$ cat config.mk
export PLATFORM = sky130hd
export DESIGN_NAME = system_registers
export DESIGN_NICKNAME = d
export VERILOG_FILES = /design/src/source/soc_pkg.sv /design/src/source/system_registers.sv
export VERILOG_INCLUDE_DIRS = /design/src /design/src/source
export SDC_FILE = /design/constraint.sdc
export NUM_CORES = 1
export LEC_CHECK = 0
export BUFFER_PORTS_ARGS = -buffer_cell sky130_fd_sc_hd__buf_2
export CAP_MARGIN = 25
export CORE_UTILIZATION = 36
export CTS_BUF_LIST = sky130_fd_sc_hd__clkbuf_2 sky130_fd_sc_hd__clkbuf_4 sky130_fd_sc_hd__clkbuf_8
export DETAILED_ROUTE_END_ITERATION = 16
export PLACE_DENSITY = 0.89
export REMOVE_ABC_BUFFERS = 1
export SYNTH_ARGS = -nofsm -noshare
export SYNTH_HDL_FRONTEND = slang
export SYNTH_SLANG_ARGS = --single-unit
$ cat constraint.sdc
create_clock -name i_clock -period 1 [get_ports i_clock]
set_input_delay 0.15 -clock i_clock [delete_from_list [all_inputs] [get_ports i_clock]]
set_output_delay 0.15 -clock i_clock [all_outputs]
set_load 0.05 [all_outputs]
$ cat src/source/soc_params.svh
`ifndef SOC_PARAMS_SVH
`define SOC_PARAMS_SVH

// ==============================
// System clock
// ==============================
`define SOC_FREQUENCY 32'd100_000_000

// Bus widths
`define SOC_ADDR_W 32
`define SOC_DATA_W 32

// ==============================
// Near bus regions, address bits 31..28
// ==============================
`define SOC_REGION_ROM 4'h0
`define SOC_REGION_RAM 4'h2
`define SOC_REGION_BRIDGE 4'h5

// Far bus devices, address bits 27..24
`define SOC_FAR_TIMER 4'h5
`define SOC_FAR_SYSREG 4'h9

// ==============================
// Memories and system registers
// ==============================
`define SOC_ROM_WORDS 256
`define SOC_RAM_WORDS 1024
`define SOC_ROM_SIGNATURE 16'hA5C3
`define SOC_DEVICE_ID 32'd1
`define SOC_LED_W 10

`endif

$ cat src/source/soc_pkg.sv
`include "soc_params.svh"

package soc_pkg;

	// ==============================
	// Bus requests
	// ==============================

	// rw set means write
	typedef struct packed {
		logic rw;
		logic [`SOC_ADDR_W-1:0] address;
		logic [`SOC_DATA_W-1:0] wdata;
	} bus_request_t;

	// Far side sees only the low 28 address bits
	typedef struct packed {
		logic rw;
		logic [27:0] address;
		logic [`SOC_DATA_W-1:0] wdata;
	} far_request_t;

	// ==============================
	// Enumerations
	// ==============================

	// Bus owner, also reported as fault source
	typedef enum logic [1:0] {
		NONE,
		INSTRUCTION,
		DATA,
		DMA
	} bus_source_e;

	typedef enum logic [1:0] {
		ROM,
		RAM,
		BRIDGE,
		INVALID
	} bus_region_e;

	typedef enum logic [1:0] {
		IDLE,
		FAR,
		REPLY
	} bridge_state_e;

	// Word offsets, address bits 4..2
	typedef enum logic [2:0] {
		COUNTER = 3'd0,
		COMPARE = 3'd1,
		CONTROL = 3'd2
	} timer_reg_e;

	// Word offsets, address bits 3..2
	typedef enum logic [1:0] {
		DEVICE_ID = 2'd0,
		FREQUENCY = 2'd1,
		LEDS = 2'd2
	} sysreg_reg_e;

endpackage

$ cat src/source/system_registers.sv
`include "soc_params.svh"

module system_registers(
	input i_clock,
	input i_reset,
	input i_valid,
	input soc_pkg::far_request_t i_request,
	output logic o_ready,
	output logic [`SOC_DATA_W-1:0] o_rdata,
	output logic [`SOC_LED_W-1:0] o_leds
);

	soc_pkg::sysreg_reg_e select;
	logic [`SOC_DATA_W-1:0] read_data;

	assign select = soc_pkg::sysreg_reg_e'(i_request.address[3:2]);

	// Only the LED register is writable
	always_ff @(posedge i_clock) begin
		if (i_reset) begin
			o_leds <= '0;
			o_ready <= 1'b0;
		end else begin
			o_ready <= i_valid;
			if (i_valid && i_request.rw && select == soc_pkg::LEDS)
				o_leds <= i_request.wdata[`SOC_LED_W-1:0];
		end
	end

	always_comb begin
		case (select)
			soc_pkg::DEVICE_ID: read_data = `SOC_DEVICE_ID;
			soc_pkg::FREQUENCY: read_data = `SOC_FREQUENCY;
			soc_pkg::LEDS: read_data = `SOC_DATA_W'(o_leds);
			default: read_data = '0;
		endcase
	end

	always_ff @(posedge i_clock) begin
		if (i_valid)
			o_rdata <= read_data;
	end

endmodule

==> results_dict.tcl <==
set metrics [dict create \
    outcome "finished, violations left" \
    failed_checks "negative setup slack" \
    period_share_pct 116 \
    drt-initial-drc-count 7 \
    grt_pass1_wl_mm 2.93 \
    cts_tree "yes" \
    vias_per_cell 4.30 \
    yosysWarnings 0 \
    pwr_density_cell_nw_per_um2 1320 \
    power_leakage_nw 0.672 \
    criticalPathCategory "reg2out" \
    setup_viol 18 \
    drcViolationCount 0 \
    vias 722 \
    rsz0062_at_grt "yes" \
    worst_setup_path_start_kind "flip-flop" \
    seqPwrFrac_pct 49.6 \
    synthDistinctLibCells 14 \
    layout-drive-gt1-share_pct 50.4 \
    yosysSeqAreaShare_pct 52.4 \
    start_util_pct 38.1 \
    cts_max_level 1 \
    antenna_found_initial 0 \
    layout_setup_ws_ns -0.156 \
    total_power_w 0.00200 \
    dp_slack_ns 0.0226 \
    layout_commonest_cell "buf_6" \
    cts_buffers 3 \
    overflow 0 \
    io_pins 107 \
    first_pass_iters 3 \
    fin_crit_ns 1.16 \
    grt_max_degree 22 \
    place_congestion 0.800 \
    crit_path_end_kind "output port" \
    crit_end "o_rdata[15]" \
    slew_violations 0 \
    reg2reg_from "o_leds[3]" \
    p_clk_share_pct 20.9 \
    min_path_type "in2reg" \
    fin_worst_skew_ns 0.0156 \
    core_um2 2760 \
    ant_nets 0 \
    cp_data_required_time_ns 0.85 \
    die_area_um2 3140 \
    crit_slowest_cell "edfxtp_1" \
    crit_path_cell_trace "buf_4 > buf_6" \
    grt_usage_pct 11.8 \
    utilization_pct 55.2 \
    startpoint "o_rdata[24]" \
    layout_common_cells "26 x buf_6, 20 x nand2b_1, 15 x buf_2, 11 x conb_1, 11 x edfxtp_1" \
    post-dp-hpwl_mm 1.28 \
    hold_violations 0 \
    grt_pass1_vias 672 \
    nets 202 \
    r2r_slack_ns 0.17 \
    cp_data_arrival_time_ns 1.01 \
    wl_per_cell_um 10.6 \
    worstPathMaxFanout 6 \
    cts_sinks 22 \
    comb_power_share_pct 29.5 \
    dieHeight_um 56.0 \
    maxCapViolations 0 \
    syn_inst 92 \
    clk_pin_slew_ns 0.12 \
    fin_area_um2 1520 \
    ff2ff_path_depth 2 \
    num_antenna_cells 0 \
    portBuffers 47 \
    clock_latency_ns 0.30 \
    place_area_um2 1220 \
    p_switching_w 0.000655 \
    switching_share_pct 32.7 \
    area_growth_pct 44.8 \
    rows 19 \
    fp.dieW_um 56.0 \
    ir_worst_vdd_v 0.000754 \
    r2r_end "o_rdata[3]" \
    wl_mm 1.79 \
    fin_tns_setup_ns -1.79 \
    synth_area_um2 1050 \
    cts_root_buf "clkbuf_4" \
    synth-seq-cells 22 \
    clockBufferDepth 2 \
    max_stage_delay_ns 0.39 \
    timing.fmax_mhz 865 \
    syn_area_per_cell_um2 11.4 \
    fill_cells 230 \
    cell_internal_pwr_w 0.00135 \
]
[power by group through the flow]
stage / Clock [W] / Combinational (W) / Sequential [W]
after global placement: 0 / 0.000481 / 0.00101
after CTS: 0.000432 / 0.000581 / 0.000997
final: 0.000419 / 0.000589 / 0.000993
after floorplan: 0 / 0.000135 / 0.00124
after detailed placement: 0 / 0.000485 / 0.00101
after global routing: 0.000484 / 0.000612 / 0.000997
[metrics by stage]
| stage | hold slack, ns | std cells |
|---|---|---|
| floorplan | 0.222 | 78 |
| global placement | 0.411 | 159 |
| detailed placement | 0.420 | 159 |
| CTS | 0.0856 | 165 |
| global route | 0.0877 | 168 |
| finish | 0.0888 | 168 |
[registers in the layout, indices dropped and copies added, names as in the netlist]
| name | cells |
|---|---|
| o_rdata | 11 |
| o_leds | 10 |
| o_ready | 1 |
[worst min path at each step]
stage | to | slack (ns) | cells past startpoint | from
2_1_floorplan | o_ready | 0.22 | 1 | i_reset
3_3_place_gp | o_leds[0] | 0.41 | 3 | i_request[0]
3_5_place_dp | o_leds[5] | 0.42 | 3 | i_request[5]
4_1_cts | o_leds[4] | 0.09 | 3 | i_request[4]
5_1_grt | o_leds[6] | 0.09 | 3 | i_request[6]
6_report | o_leds[4] | 0.09 | 3 | i_request[4]
[Yosys cell counts]
library cell  count  share of area, %
and4b_1           1              0.95
conb_1            1              0.36
a21oi_1           1              0.48
dfxtp_1          11                21
a21o_1            1              0.71
clkbuf_1          2              0.71
inv_1             1              0.36
nand2b_1         20                12
nor2b_1           3               1.8
edfxtp_1         11                31
buf_6             1               1.1
and2_1            8               4.8
mux2i_1          10               9.5
buf_4            21                15
[cells by family (layout without fill, tap and decap cells)]
kind of cell	after synthesis	in the layout	synth area share, %
compound gates	2	2	1.19
mux	10	10	9.52
other cells	1	11	0.357
flops	22	22	52.4
simple gates	32	32	19.4
buf+inv	25	60	17.1
[final cells by class]
type	count	area, um2	area share, %
Sequential cell	22	568	37.3
Timing Repair Buffer	55	523	34.4
Multi-Input combinational cell	55	358	23.5
Tap cell	31	38.8	2.55
Clock buffer	4	30.0	1.97
Inverter	1	3.75	0.247
[worst max-delay path, delay by kind of cell (launching register included)]
family / cells / cell delay [ns]
DFF: 1 / 0.39
buffers and inverters: 2 / 0.33
[repair_timing]
item	4_1_cts	5_1_grt
setup endpoints to repair	32	30
gates resized for setup	73	7
hold buffers	0	0
setup buffers	2	3
[routing by layer]
layer  up-vias  GRT usage, %  share of wire, %
met4         0          5.23               1.2
met3         2          2.33               7.3
met5         -             0                 0
met2        42          21.9                53
met1       321          12.9                38
li1        357             -                 -
No activity file was read; power rests on OpenSTA's default activity.
