## src/source/soc_params.svh

```systemverilog
`ifndef SOC_PARAMS_SVH
`define SOC_PARAMS_SVH

// ==============================
// System clock
// ==============================
`define SOC_FREQUENCY 32'd100_000_000

// Bus widths
`define SOC_ADDR_W 32
`define SOC_DATA_W 32

// ==============================
// Near bus regions, address bits 31..28
// ==============================
`define SOC_REGION_ROM 4'h0
`define SOC_REGION_RAM 4'h2
`define SOC_REGION_BRIDGE 4'h5

// Far bus devices, address bits 27..24
`define SOC_FAR_TIMER 4'h5
`define SOC_FAR_SYSREG 4'h9

// ==============================
// Memories and system registers
// ==============================
`define SOC_ROM_WORDS 256
`define SOC_RAM_WORDS 1024
`define SOC_ROM_SIGNATURE 16'hA5C3
`define SOC_DEVICE_ID 32'd1
`define SOC_LED_W 10

`endif

```

## src/source/soc_pkg.sv

```systemverilog
`include "soc_params.svh"

package soc_pkg;

	// ==============================
	// Bus requests
	// ==============================

	// rw set means write
	typedef struct packed {
		logic rw;
		logic [`SOC_ADDR_W-1:0] address;
		logic [`SOC_DATA_W-1:0] wdata;
	} bus_request_t;

	// Far side sees only the low 28 address bits
	typedef struct packed {
		logic rw;
		logic [27:0] address;
		logic [`SOC_DATA_W-1:0] wdata;
	} far_request_t;

	// ==============================
	// Enumerations
	// ==============================

	// Bus owner, also reported as fault source
	typedef enum logic [1:0] {
		NONE,
		INSTRUCTION,
		DATA,
		DMA
	} bus_source_e;

	typedef enum logic [1:0] {
		ROM,
		RAM,
		BRIDGE,
		INVALID
	} bus_region_e;

	typedef enum logic [1:0] {
		IDLE,
		FAR,
		REPLY
	} bridge_state_e;

	// Word offsets, address bits 4..2
	typedef enum logic [2:0] {
		COUNTER = 3'd0,
		COMPARE = 3'd1,
		CONTROL = 3'd2
	} timer_reg_e;

	// Word offsets, address bits 3..2
	typedef enum logic [1:0] {
		DEVICE_ID = 2'd0,
		FREQUENCY = 2'd1,
		LEDS = 2'd2
	} sysreg_reg_e;

endpackage

```

## src/source/io_bridge.sv

```systemverilog
`include "soc_params.svh"

module io_bridge(
	input i_clock,
	input i_reset,

	// Near side
	input i_valid,
	input soc_pkg::bus_request_t i_request,
	output logic o_ready,
	output logic [`SOC_DATA_W-1:0] o_rdata,

	// Far side
	output logic o_timer_valid,
	output logic o_sysreg_valid,
	output soc_pkg::far_request_t o_far_request,
	input i_timer_ready,
	input [`SOC_DATA_W-1:0] i_timer_rdata,
	input i_sysreg_ready,
	input [`SOC_DATA_W-1:0] i_sysreg_rdata
);

	soc_pkg::bridge_state_e state;
	logic far_valid;
	logic timer_select;
	logic sysreg_select;
	logic far_ready;
	logic [`SOC_DATA_W-1:0] far_rdata;
	logic far_done;

	// ==============================
	// Far decode
	// ==============================
	assign timer_select = o_far_request.address[27:24] == `SOC_FAR_TIMER;
	assign sysreg_select = o_far_request.address[27:24] == `SOC_FAR_SYSREG;

	assign o_timer_valid = far_valid && timer_select;
	assign o_sysreg_valid = far_valid && sysreg_select;

	assign far_ready = (timer_select && i_timer_ready) || (sysreg_select && i_sysreg_ready);
	assign far_rdata = timer_select ? i_timer_rdata :
		sysreg_select ? i_sysreg_rdata :
		'0;

	// Unused device answers after the same delay, with zero data
	assign far_done = !far_valid && (far_ready || !(timer_select || sysreg_select));

	// ==============================
	// Bridge FSM
	// ==============================
	always_ff @(posedge i_clock) begin
		if (i_reset) begin
			state <= soc_pkg::IDLE;
			far_valid <= 1'b0;
		end else begin
			case (state)
				soc_pkg::IDLE: begin
					if (i_valid) begin
						state <= soc_pkg::FAR;
						far_valid <= 1'b1;
					end
				end
				soc_pkg::FAR: begin
					far_valid <= 1'b0;
					if (far_done)
						state <= soc_pkg::REPLY;
				end
				default: state <= soc_pkg::IDLE;
			endcase
		end
	end

	// Request and reply payload
	always_ff @(posedge i_clock) begin
		if (state == soc_pkg::IDLE && i_valid)
			o_far_request <= '{
				rw: i_request.rw,
				address: i_request.address[27:0],
				wdata: i_request.wdata
			};
		if (state == soc_pkg::FAR && far_done)
			o_rdata <= far_rdata;
	end

	assign o_ready = state == soc_pkg::REPLY;

endmodule

```

## config.mk

```make
export PLATFORM = sky130hd
export DESIGN_NAME = io_bridge
export DESIGN_NICKNAME = d
export VERILOG_FILES = /design/src/source/soc_pkg.sv /design/src/source/io_bridge.sv
export VERILOG_INCLUDE_DIRS = /design/src /design/src/source
export SDC_FILE = /design/constraint.sdc
export NUM_CORES = 1
export LEC_CHECK = 0
export BUFFER_PORTS_ARGS = -buffer_cell sky130_fd_sc_hd__buf_2
export CAP_MARGIN = 20
export CORE_MARGIN = 5
export CORE_UTILIZATION = 35
export DETAILED_ROUTE_END_ITERATION = 8
export GPL_TIMING_DRIVEN = 0
export PLACE_DENSITY_LB_ADDON = 0.05
export SYNTH_ARGS = -nofsm -noshare
export SYNTH_HDL_FRONTEND = slang
export SYNTH_SLANG_ARGS = --single-unit
export TNS_END_PERCENT = 20
```

## constraint.sdc

```tcl
create_clock -name i_clock -period 7.9 [get_ports i_clock]
set_input_delay 0.79 -clock i_clock [delete_from_list [all_inputs] [get_ports i_clock]]
set_output_delay 0.79 -clock i_clock [all_outputs]
set_load 0.01 [all_outputs]
```

==> results.cfg <==
[worst_setup_path]
critPathMaxStageDelay_ns = 0.40
worst_setup_path_end_kind = output port
crit_slowest_cell = sky130_fd_sc_hd__edfxtp_1
worst-endpoint-arrival_ns = 1.72
crit_required_ns = 7.11
r2r_setup_slack_ns = 5.81
cpMostUsedCell = sky130_fd_sc_hd__buf_2
cp.buffers_inverters = 3
crit_path_max_fanout = 10
startpoint_types = flip-flop
critical-path-top-delay-family = buffers and inverters
timing.critical_path.cells = and4bb_1 -> buf_2 -> buf_2 -> and2_1 -> buf_2
setup_cp_type = flip-flop to output port

[synthesis]
ff_latch_count_synth = 96
synth_area_leader_cell = sky130_fd_sc_hd__edfxtp_1
share_of_synthesized_area_occupied_by_flip_flops_and_latches_pct = 86.4
synth_area_sq_mm = 0.00330
netlist_instances = 153
synth_cell_types = 19
net_count_after_synthesis = 287
synth.area.top_cells = sky130_fd_sc_hd__edfxtp_1, sky130_fd_sc_hd__a22o_1, sky130_fd_sc_hd__dfxtp_1
synth_top_area_share_pct = 84.6
synth_warnings = 0
syn_area_per_cell_sq_um = 21.6

[floorplan]
core_sq_mm = 0.00924
die_area_sq_mm = 0.0115
rows = 35
die_w_um = 107
floorplan.io_pins = 230
initial_utilization_pct = 35.7
floorplan_die_height_um = 107

[layout]
area_growth_syn_to_fin_pct = 48.8
nNetsFinal = 531
final_cell_count_no_fill = 531
final.fill_count = 801
mostFrequentLayoutCells = sky130_fd_sc_hd__buf_2, sky130_fd_sc_hd__edfxtp_1, sky130_fd_sc_hd__a22o_1
drive_gt1_share_pct = 64.4
diodes = 0
layout.cells.most_common = sky130_fd_sc_hd__buf_2
post-route-cell-area_sq_mm = 0.00491

[pwr]
p_int_uw = 836
vdd.ir_drop.worst_mv = 0.101
power_density_mw_per_mm2 = 219
swShare_pct = 22.4
power_uw = 1080
power.leakage_uw = 0.00219
sequential_cell_fraction_of_total_power_pct = 56.2
pwr-share-clk_pct = 32.6
combinationalPowerShare_pct = 11.2
p_sw_uw = 242

[drt]
detailedRoute.firstPassIterationCount = 4
drt_first_iter_violations = 78
drtAntennaViolNets = 0
detailroute.via_count = 2311
wire_length_per_cell_um = 16.3
routed_wirelength_um = 8670
via_per_inst = 4.35
drc = 0

[clock_tree]
post_cts_resize_count = 0
clkSinkCount = 96
clkTransAtPathRegs_ns = 0.09
cts.repair_timing.setup_buffer_count = 0
clock_tree_from_tritoncts = done
cts-buffers-inserted = 9
root_buffer = sky130_fd_sc_hd__clkbuf_8
post_cts_hold_buffer_count = 0
worst_skew_pair.late_latency_ns = 0.35
cts_htree_levels = 3
cts-root-to-sink-buffers = 2

[global_routing]
grt_max_degree = 17
gr-total-overflow = 0
first_pass_grt_wire_length_um = 12700
globalRouteTotalUtil_pct = 14.7
number_of_global_route_vias_before_repair = 2445
antenna_found_initial = 0

[sta]
max_freq_mhz = 399
worst_pin_slew_ns = 0.827
slew_headroom_pct = 44.6
rsz0062_at_grt = false
finalCriticalPeriod_ns = 2.51
max_slew_violation_count = 0
final-hold-violation-count = 0
finClkSkew_ns = 0.0115
finalSetupViolCount = 0
timing.final.crit_share_pct = 31.7
tns_ns = 0

[place]
gp_congestion = 0.716
placed_cells_incl_taps = 515
place_area_sq_mm = 0.00470
detailedPlacementHpwl_um = 6920
io_buffers = 225

[flow_run]
drv_cap = 0

[min_path]
worst_hold_path_type = flip-flop to flip-flop

[run_status]
result_of_the_run = finished, final reports clean
[worst paths after layout]
path,from,to,depth (start not counted)
setup / recovery,o_far_request[59],o_timer_valid,5
hold / removal,far_valid,far_valid,2
setup reg to reg,o_far_request[56],o_rdata[27],7
hold reg to reg,far_valid,far_valid,2
[layout make-up]
cell class	instances	area [sq um]	area share (%)
Timing Repair Buffer	233	1220	24.9
Buffer	8	46.3	0.942
Tap cell	129	161	3.28
Inverter	1	3.75	0.0764
Clock inverter	6	90.1	1.83
Sequential cell	96	2850	58.0
Multi-Input combinational cell	48	409	8.32
Clock buffer	10	128	2.60
[sequential cells by signal (all words and copies together), names as in the netlist]
name / count
far_valid: 1
o_far_request: 61
o_rdata: 32
state: 2
[tightest hold or removal path, delay by kind of cell, from the launching register on]
kind            cells  cell delay, ns
compound gates      1            0.13
simple gates        1            0.04
flops               1            0.34
[metal layers]
layer	share of wire (%)	GRT usage, %	routed length, um
met5	0	0	0
met4	1.1	5.75	94
met3	12	7.10	1070
met2	51	25.8	4450
met1	35	15.0	3060
[power groups by stage]
| stage | Clock [uW] | Sequential (uW) | Combinational, uW |
|---|---|---|---|
| after detailed placement | 0 | 618 | 123 |
| after global placement | 0 | 623 | 112 |
| final | 352 | 605 | 121 |
| after global routing | 386 | 609 | 132 |
| after CTS | 364 | 606 | 124 |
| after floorplan | 0 | 640 | 26.1 |
[synthesized netlist by cell type (all sizes together)]
cell	count
a21o	1
a21oi	1
a22o	32
and2	2
and4bb	2
buf	8
dfxtp	3
edfxtp	93
inv	1
nand2b	1
nor2	2
nor2b	2
nor3	1
nor3b	1
nor4	1
o21bai	1
o31a	1
[stage by stage]
stage               hold slack, ns  worst slack, ns  utilization, %
global route                 0.572             5.26            53.2
CTS                          0.539             5.34            53.2
detailed placement           0.526             5.59            50.8
floorplan                    0.487             2.02               -
finish                       0.543             5.39            53.2
global placement             0.524           0.0676            49.7
[kinds of logic after synthesis]
| group | count (synthesis) | synth area share, % |
|---|---|---|
| flip-flops | 96 | 86.4 |
| AO/OA/AOI/OAI | 36 | 9.36 |
| AND/OR/NAND/NOR | 12 | 2.73 |
| buffers and inverters | 9 | 1.52 |
(Power assumes the default switching activity.)
