$ cat config.mk
export PLATFORM = sky130hd
export DESIGN_NAME = system_bus
export DESIGN_NICKNAME = d
export VERILOG_FILES = /design/src/source/soc_pkg.sv /design/src/source/system_bus.sv
export VERILOG_INCLUDE_DIRS = /design/src /design/src/source
export SDC_FILE = /design/constraint.sdc
export NUM_CORES = 1
export LEC_CHECK = 0
export ABC_AREA = 0
export CORE_AREA = 2 2 185 187
export CTS_CLUSTER_SIZE = 28
export DETAILED_ROUTE_END_ITERATION = 8
export DIE_AREA = 0 0 187 189
export DONT_BUFFER_PORTS = 1
export SYNTH_ARGS = -nofsm -noshare
export SYNTH_HDL_FRONTEND = slang
export SYNTH_SLANG_ARGS = --single-unit
$ cat constraint.sdc
create_clock -name i_clock -period 5 [get_ports i_clock]
set_clock_uncertainty 0.2 [all_clocks]
set_input_delay 1 -clock i_clock [delete_from_list [all_inputs] [get_ports i_clock]]
set_output_delay 1 -clock i_clock [all_outputs]
set_load 0.05 [all_outputs]
$ cat src/source/soc_params.svh
`ifndef SOC_PARAMS_SVH
`define SOC_PARAMS_SVH

// ==============================
// System clock
// ==============================
`define SOC_FREQUENCY 32'd100_000_000

// Bus widths
`define SOC_ADDR_W 32
`define SOC_DATA_W 32

// ==============================
// Near bus regions, address bits 31..28
// ==============================
`define SOC_REGION_ROM 4'h0
`define SOC_REGION_RAM 4'h2
`define SOC_REGION_BRIDGE 4'h5

// Far bus devices, address bits 27..24
`define SOC_FAR_TIMER 4'h5
`define SOC_FAR_SYSREG 4'h9

// ==============================
// Memories and system registers
// ==============================
`define SOC_ROM_WORDS 256
`define SOC_RAM_WORDS 1024
`define SOC_ROM_SIGNATURE 16'hA5C3
`define SOC_DEVICE_ID 32'd1
`define SOC_LED_W 10

`endif

$ cat src/source/soc_pkg.sv
`include "soc_params.svh"

package soc_pkg;

	// ==============================
	// Bus requests
	// ==============================

	// rw set means write
	typedef struct packed {
		logic rw;
		logic [`SOC_ADDR_W-1:0] address;
		logic [`SOC_DATA_W-1:0] wdata;
	} bus_request_t;

	// Far side sees only the low 28 address bits
	typedef struct packed {
		logic rw;
		logic [27:0] address;
		logic [`SOC_DATA_W-1:0] wdata;
	} far_request_t;

	// ==============================
	// Enumerations
	// ==============================

	// Bus owner, also reported as fault source
	typedef enum logic [1:0] {
		NONE,
		INSTRUCTION,
		DATA,
		DMA
	} bus_source_e;

	typedef enum logic [1:0] {
		ROM,
		RAM,
		BRIDGE,
		INVALID
	} bus_region_e;

	typedef enum logic [1:0] {
		IDLE,
		FAR,
		REPLY
	} bridge_state_e;

	// Word offsets, address bits 4..2
	typedef enum logic [2:0] {
		COUNTER = 3'd0,
		COMPARE = 3'd1,
		CONTROL = 3'd2
	} timer_reg_e;

	// Word offsets, address bits 3..2
	typedef enum logic [1:0] {
		DEVICE_ID = 2'd0,
		FREQUENCY = 2'd1,
		LEDS = 2'd2
	} sysreg_reg_e;

endpackage

$ cat src/source/system_bus.sv
`include "soc_params.svh"

module system_bus(
	input i_clock,
	input i_reset,

	// Instruction port, read only
	input i_ibus_valid,
	input [`SOC_ADDR_W-1:0] i_ibus_address,
	output logic o_ibus_ready,
	output logic [`SOC_DATA_W-1:0] o_ibus_rdata,

	// Data port
	input i_dbus_valid,
	input soc_pkg::bus_request_t i_dbus_request,
	output logic o_dbus_ready,
	output logic [`SOC_DATA_W-1:0] o_dbus_rdata,

	// DMA port
	input i_dma_valid,
	input soc_pkg::bus_request_t i_dma_request,
	output logic o_dma_ready,
	output logic [`SOC_DATA_W-1:0] o_dma_rdata,

	// Targets
	output logic o_rom_valid,
	output logic o_ram_valid,
	output logic o_bridge_valid,
	output soc_pkg::bus_request_t o_target_request,
	input i_rom_ready,
	input [`SOC_DATA_W-1:0] i_rom_rdata,
	input i_ram_ready,
	input [`SOC_DATA_W-1:0] i_ram_rdata,
	input i_bridge_ready,
	input [`SOC_DATA_W-1:0] i_bridge_rdata,

	// Fault report
	output logic o_bus_fault,
	output logic [`SOC_ADDR_W-1:0] o_fault_address,
	output soc_pkg::bus_source_e o_fault_source
);

	soc_pkg::bus_source_e owner;
	soc_pkg::bus_source_e next_owner;
	soc_pkg::bus_region_e region;
	soc_pkg::bus_request_t ibus_request;
	logic issued;
	logic issue;
	logic done;
	logic [`SOC_DATA_W-1:0] rdata;

	assign ibus_request = '{rw: 1'b0, address: i_ibus_address, wdata: '0};

	// ==============================
	// Arbitration
	// ==============================

	// Fixed priority, instruction first
	always_comb begin
		if (i_ibus_valid)
			next_owner = soc_pkg::INSTRUCTION;
		else if (i_dbus_valid)
			next_owner = soc_pkg::DATA;
		else if (i_dma_valid)
			next_owner = soc_pkg::DMA;
		else
			next_owner = soc_pkg::NONE;
	end

	always_ff @(posedge i_clock) begin
		if (i_reset) begin
			owner <= soc_pkg::NONE;
			issued <= 1'b0;
		end else if (owner == soc_pkg::NONE) begin
			owner <= next_owner;
			issued <= 1'b0;
		end else begin
			// Target sees valid only in the first owned cycle
			issued <= 1'b1;
			if (done)
				owner <= soc_pkg::NONE;
		end
	end

	always_comb begin
		case (owner)
			soc_pkg::INSTRUCTION: o_target_request = ibus_request;
			soc_pkg::DATA: o_target_request = i_dbus_request;
			soc_pkg::DMA: o_target_request = i_dma_request;
			default: o_target_request = '0;
		endcase
	end

	// ==============================
	// Decode and response
	// ==============================

	always_comb begin
		case (o_target_request.address[31:28])
			`SOC_REGION_ROM: region = soc_pkg::ROM;
			`SOC_REGION_RAM: region = soc_pkg::RAM;
			`SOC_REGION_BRIDGE: region = soc_pkg::BRIDGE;
			default: region = soc_pkg::INVALID;
		endcase
	end

	assign issue = (owner != soc_pkg::NONE) && !issued;
	assign o_rom_valid = issue && (region == soc_pkg::ROM);
	assign o_ram_valid = issue && (region == soc_pkg::RAM);
	assign o_bridge_valid = issue && (region == soc_pkg::BRIDGE);

	// Unmapped region completes here with zero data
	assign o_bus_fault = issue && (region == soc_pkg::INVALID);
	assign o_fault_address = o_bus_fault ? o_target_request.address : '0;
	assign o_fault_source = o_bus_fault ? owner : soc_pkg::NONE;

	always_comb begin
		case (region)
			soc_pkg::ROM: begin
				done = i_rom_ready;
				rdata = i_rom_rdata;
			end
			soc_pkg::RAM: begin
				done = i_ram_ready;
				rdata = i_ram_rdata;
			end
			soc_pkg::BRIDGE: begin
				done = i_bridge_ready;
				rdata = i_bridge_rdata;
			end
			default: begin
				done = o_bus_fault;
				rdata = '0;
			end
		endcase
	end

	// Only the owner hears the reply
	assign o_ibus_ready = done && (owner == soc_pkg::INSTRUCTION);
	assign o_dbus_ready = done && (owner == soc_pkg::DATA);
	assign o_dma_ready = done && (owner == soc_pkg::DMA);
	assign o_ibus_rdata = (owner == soc_pkg::INSTRUCTION) ? rdata : '0;
	assign o_dbus_rdata = (owner == soc_pkg::DATA) ? rdata : '0;
	assign o_dma_rdata = (owner == soc_pkg::DMA) ? rdata : '0;

endmodule

==> qor.yml <==
global_route:
  grt_overflow_total: 0
  grt_pass1_wl_mm: 31.5
  antenna_found_initial: 1
  grtUsageTotal: 0.119
  grt_start_max_net_pins: 67
  grt_pass1_vias: 4700
logic_synthesis:
  synth-edff-count: 0
  synth-compound-area-share: 0.394
  synth_top_family_by_area: "compound AO/OA/AOI/OAI gates"
  synth_cell_types: 36
  yosysWarnings: 0
  synth_ff_type: "dfxtp_1"
  ys_ff_latch: 3
  synthArstFlopShare: 0
  synth-simple-area-share: 0.272
  syn_inst: 496
  synth_area_mm2: 0.00320
  yosysSeqAreaShare: 0.0188
  synth_commonest_cells: "mux2i_1 (72), a22o_1 (60), nor2_1 (59), a21oi_1 (52), nand2_1 (42)"
  synth_top_area_frac: 0.225
  synth_area_leaders: "mux2i_1 (23%), a22o_1 (16%), a21oi_1 (8.1%)"
  syn_area_per_cell_um2: 6.45
  synth.mux.area_fraction: 0.241
  synthAdderAreaFrac: 0
  synth_fp_nets: 762
  yosysTopAreaCell: "mux2i_1"
  synth.most_common_cell: "mux2i_1"
  synth-xor-area-share: 0
critical_path:
  crit_top_cell: "buf_4"
  critPathMaxFanout: 30
  crit_path_top_delay_cell: "a211oi_2"
  path_class: "input pin to output pin"
  r2r-start: "owner[0]$_SDFFE_PP0P_"
  cp_data_arrival_time_ps: 3090
  cpPeakStageDelay_ps: 350
  start_kind: "input pin"
  crit_required_ps: 3800
  crit_chain: "mux2_2 -> a22oi_2 -> buf_4 -> inv_2 -> buf_4 -> nand4_1 -> nand3b_1 -> buf_4 -> a211oi_2 -> buf_4"
  endpoint_kind: "output pin"
  startpoint: "i_dma_request[62]"
cts:
  clock-root-buffer: "clkbuf_16"
  htreeDepth: 1
  cts-hold-fix-buffers: 0
  cts.sink_count: 3
  cts_setup_buffers: 0
  clkLatencyLatePin_ps: 220
  tritoncts: "built"
  cts_resized: 0
  cts_buffer_depth: 2
  numCtsBuffers: 3
  cts.clk_slew.worst_paths_ps: 30
placed_design:
  portBuffers: 0
  hpwl_mm: 19.8
  gp_congestion: 0.902
sta:
  rsz0062_at_grt: "no"
  tns_ps: 0
  fin_crit_ps: 4290
  tightest_slew_ps: 995
  slew_headroom: 0.334
  finalSetupViolCount: 0
  slew_violations: 0
  finalHoldViolCount: 0
  max_freq_mhz: 233
  fin_crit_sh: 0.859
layout:
  areaGrowthSynthToFinish_pct: 86.7
  final_nets: 934
  drive_above_1_share: 0.403
  nFillCells: 3784
worst_hold_path:
  hold_path_class: "flip-flop to flip-flop"
  hold_path.startpoint: "issued$_SDFF_PP0_"
route:
  first_pass_iters: 5
  drc: 0
  drt-initial-drc-count: 184
  postRouteAntennaNets: 0
  wl_per_cell_um: 20.6
  dr_total_vias: 4869
  routed_wl_mm: 23.0
  drt-vias-per-instance: 4.36
die:
  coreArea_mm2: 0.0333
  die_h_um: 189
  ios: 468
  initial_core_util: 0.0961
  row_count: 67
  die_w_um: 187
  dieArea_mm2: 0.0353
power_and_ir_drop:
  power_mw: 4.36
  p_leak_nw: 2.43
  pwr_density_cell_mw_per_mm2: 730
  vdd_drop_max_mv: 0.245
status:
  status: "complete, no violations"
flow_run:
  drv_cap: 0
==> worst max-delay path: cells and delay by family <==
family	cells	cell delay (ps)
mux	1	250
buf+inv	5	1110
simple gates	2	230
compound gates	2	460
==> layout make-up <==
cell class                      instances  area (um^2)  share of cell area
Antenna cell                            1         2.50            0.000419
Timing Repair Buffer                  217         2250               0.378
Inverter                                8         30.0             0.00503
Clock buffer                            4         78.8              0.0132
Sequential cell                         3         65.1              0.0109
Multi-Input combinational cell        435         2980               0.499
Tap cell                              448          561              0.0939
==> kinds of logic after synthesis <==
group                  count (synthesis)
AO/OA/AOI/OAI                        178
AND/OR/NAND/NOR                      181
multiplexers                          76
flip-flops                             3
buffers and inverters                 58
==> report_power, final <==
group	switching, mW	internal, mW
Sequential	0.0516	0.0372
Clock	0.0230	0.105
Combinational	2.83	1.31
==> layout by cell type, fill, tap and decap left out <==
| cell type | n |
|---|---|
| nand3_1 | 35 |
| nand2_2 | 9 |
| a21bo_2 | 2 |
| a41oi_1 | 2 |
| dfxtp_4 | 1 |
| mux2_2 | 3 |
| nor3_2 | 9 |
| mux2_4 | 1 |
| clkbuf_16 | 3 |
| and3_1 | 1 |
| inv_1 | 4 |
| clkbuf_1 | 1 |
| nor2_1 | 59 |
| o21ai_1 | 28 |
| buf_12 | 50 |
| dfxtp_1 | 1 |
| a22oi_2 | 2 |
| buf_4 | 167 |
| mux2i_1 | 72 |
| o221a_2 | 1 |
| nor4b_1 | 1 |
| diode_2 | 1 |
| nor2b_4 | 1 |
| a22oi_4 | 2 |
| nand2_1 | 42 |
| nand3b_1 | 1 |
| inv_2 | 4 |
| or2_2 | 1 |
| nor4_4 | 1 |
| dfxtp_2 | 1 |
| a21o_1 | 17 |
| a21oi_1 | 52 |
| nand4_1 | 1 |
| nor2b_1 | 18 |
| a22o_1 | 60 |
| nor4_1 | 2 |
| a211oi_2 | 11 |
| a211oi_1 | 1 |
==> sequential cells by signal (all words and copies together), names as in the netlist <==
name and flops:
owner 2, issued 1
==> final timing paths <==
kind | endpoint | slack (ps) | cells past startpoint
setup reg to reg | owner[0]$_SDFFE_PP0P_ | 2180 | 10
hold / removal | owner[0]$_SDFFE_PP0P_ | 640 | 3
hold reg to reg | owner[0]$_SDFFE_PP0P_ | 640 | 3
setup / recovery | o_fault_address[23] | 710 | 10
==> metrics by stage <==
stage          instances  setup slack, ps  area, um^2   util  hold slack [ps]
2_1_floorplan        496              461        3200      -              292
3_5_place_dp        1111              703        5890  0.177              634
5_1_grt             1116              595        5970  0.179              652
3_3_place_gp        1111              715        5890  0.177              638
4_1_cts             1115              694        5970  0.179              638
6_report            1116              706        5970  0.179              643
==> routing by layer <==
metal	share of wire	GRT usage	wire, um	vias to the layer above
li1	-	-	-	2172
met1	0.38	0.134	8780	2298
met2	0.51	0.222	11700	363
met3	0.085	0.0302	1950	36
met4	0.024	0.0317	556	0
met5	0	0	0	-
Note: power is estimated with default switching activity, not from simulation.
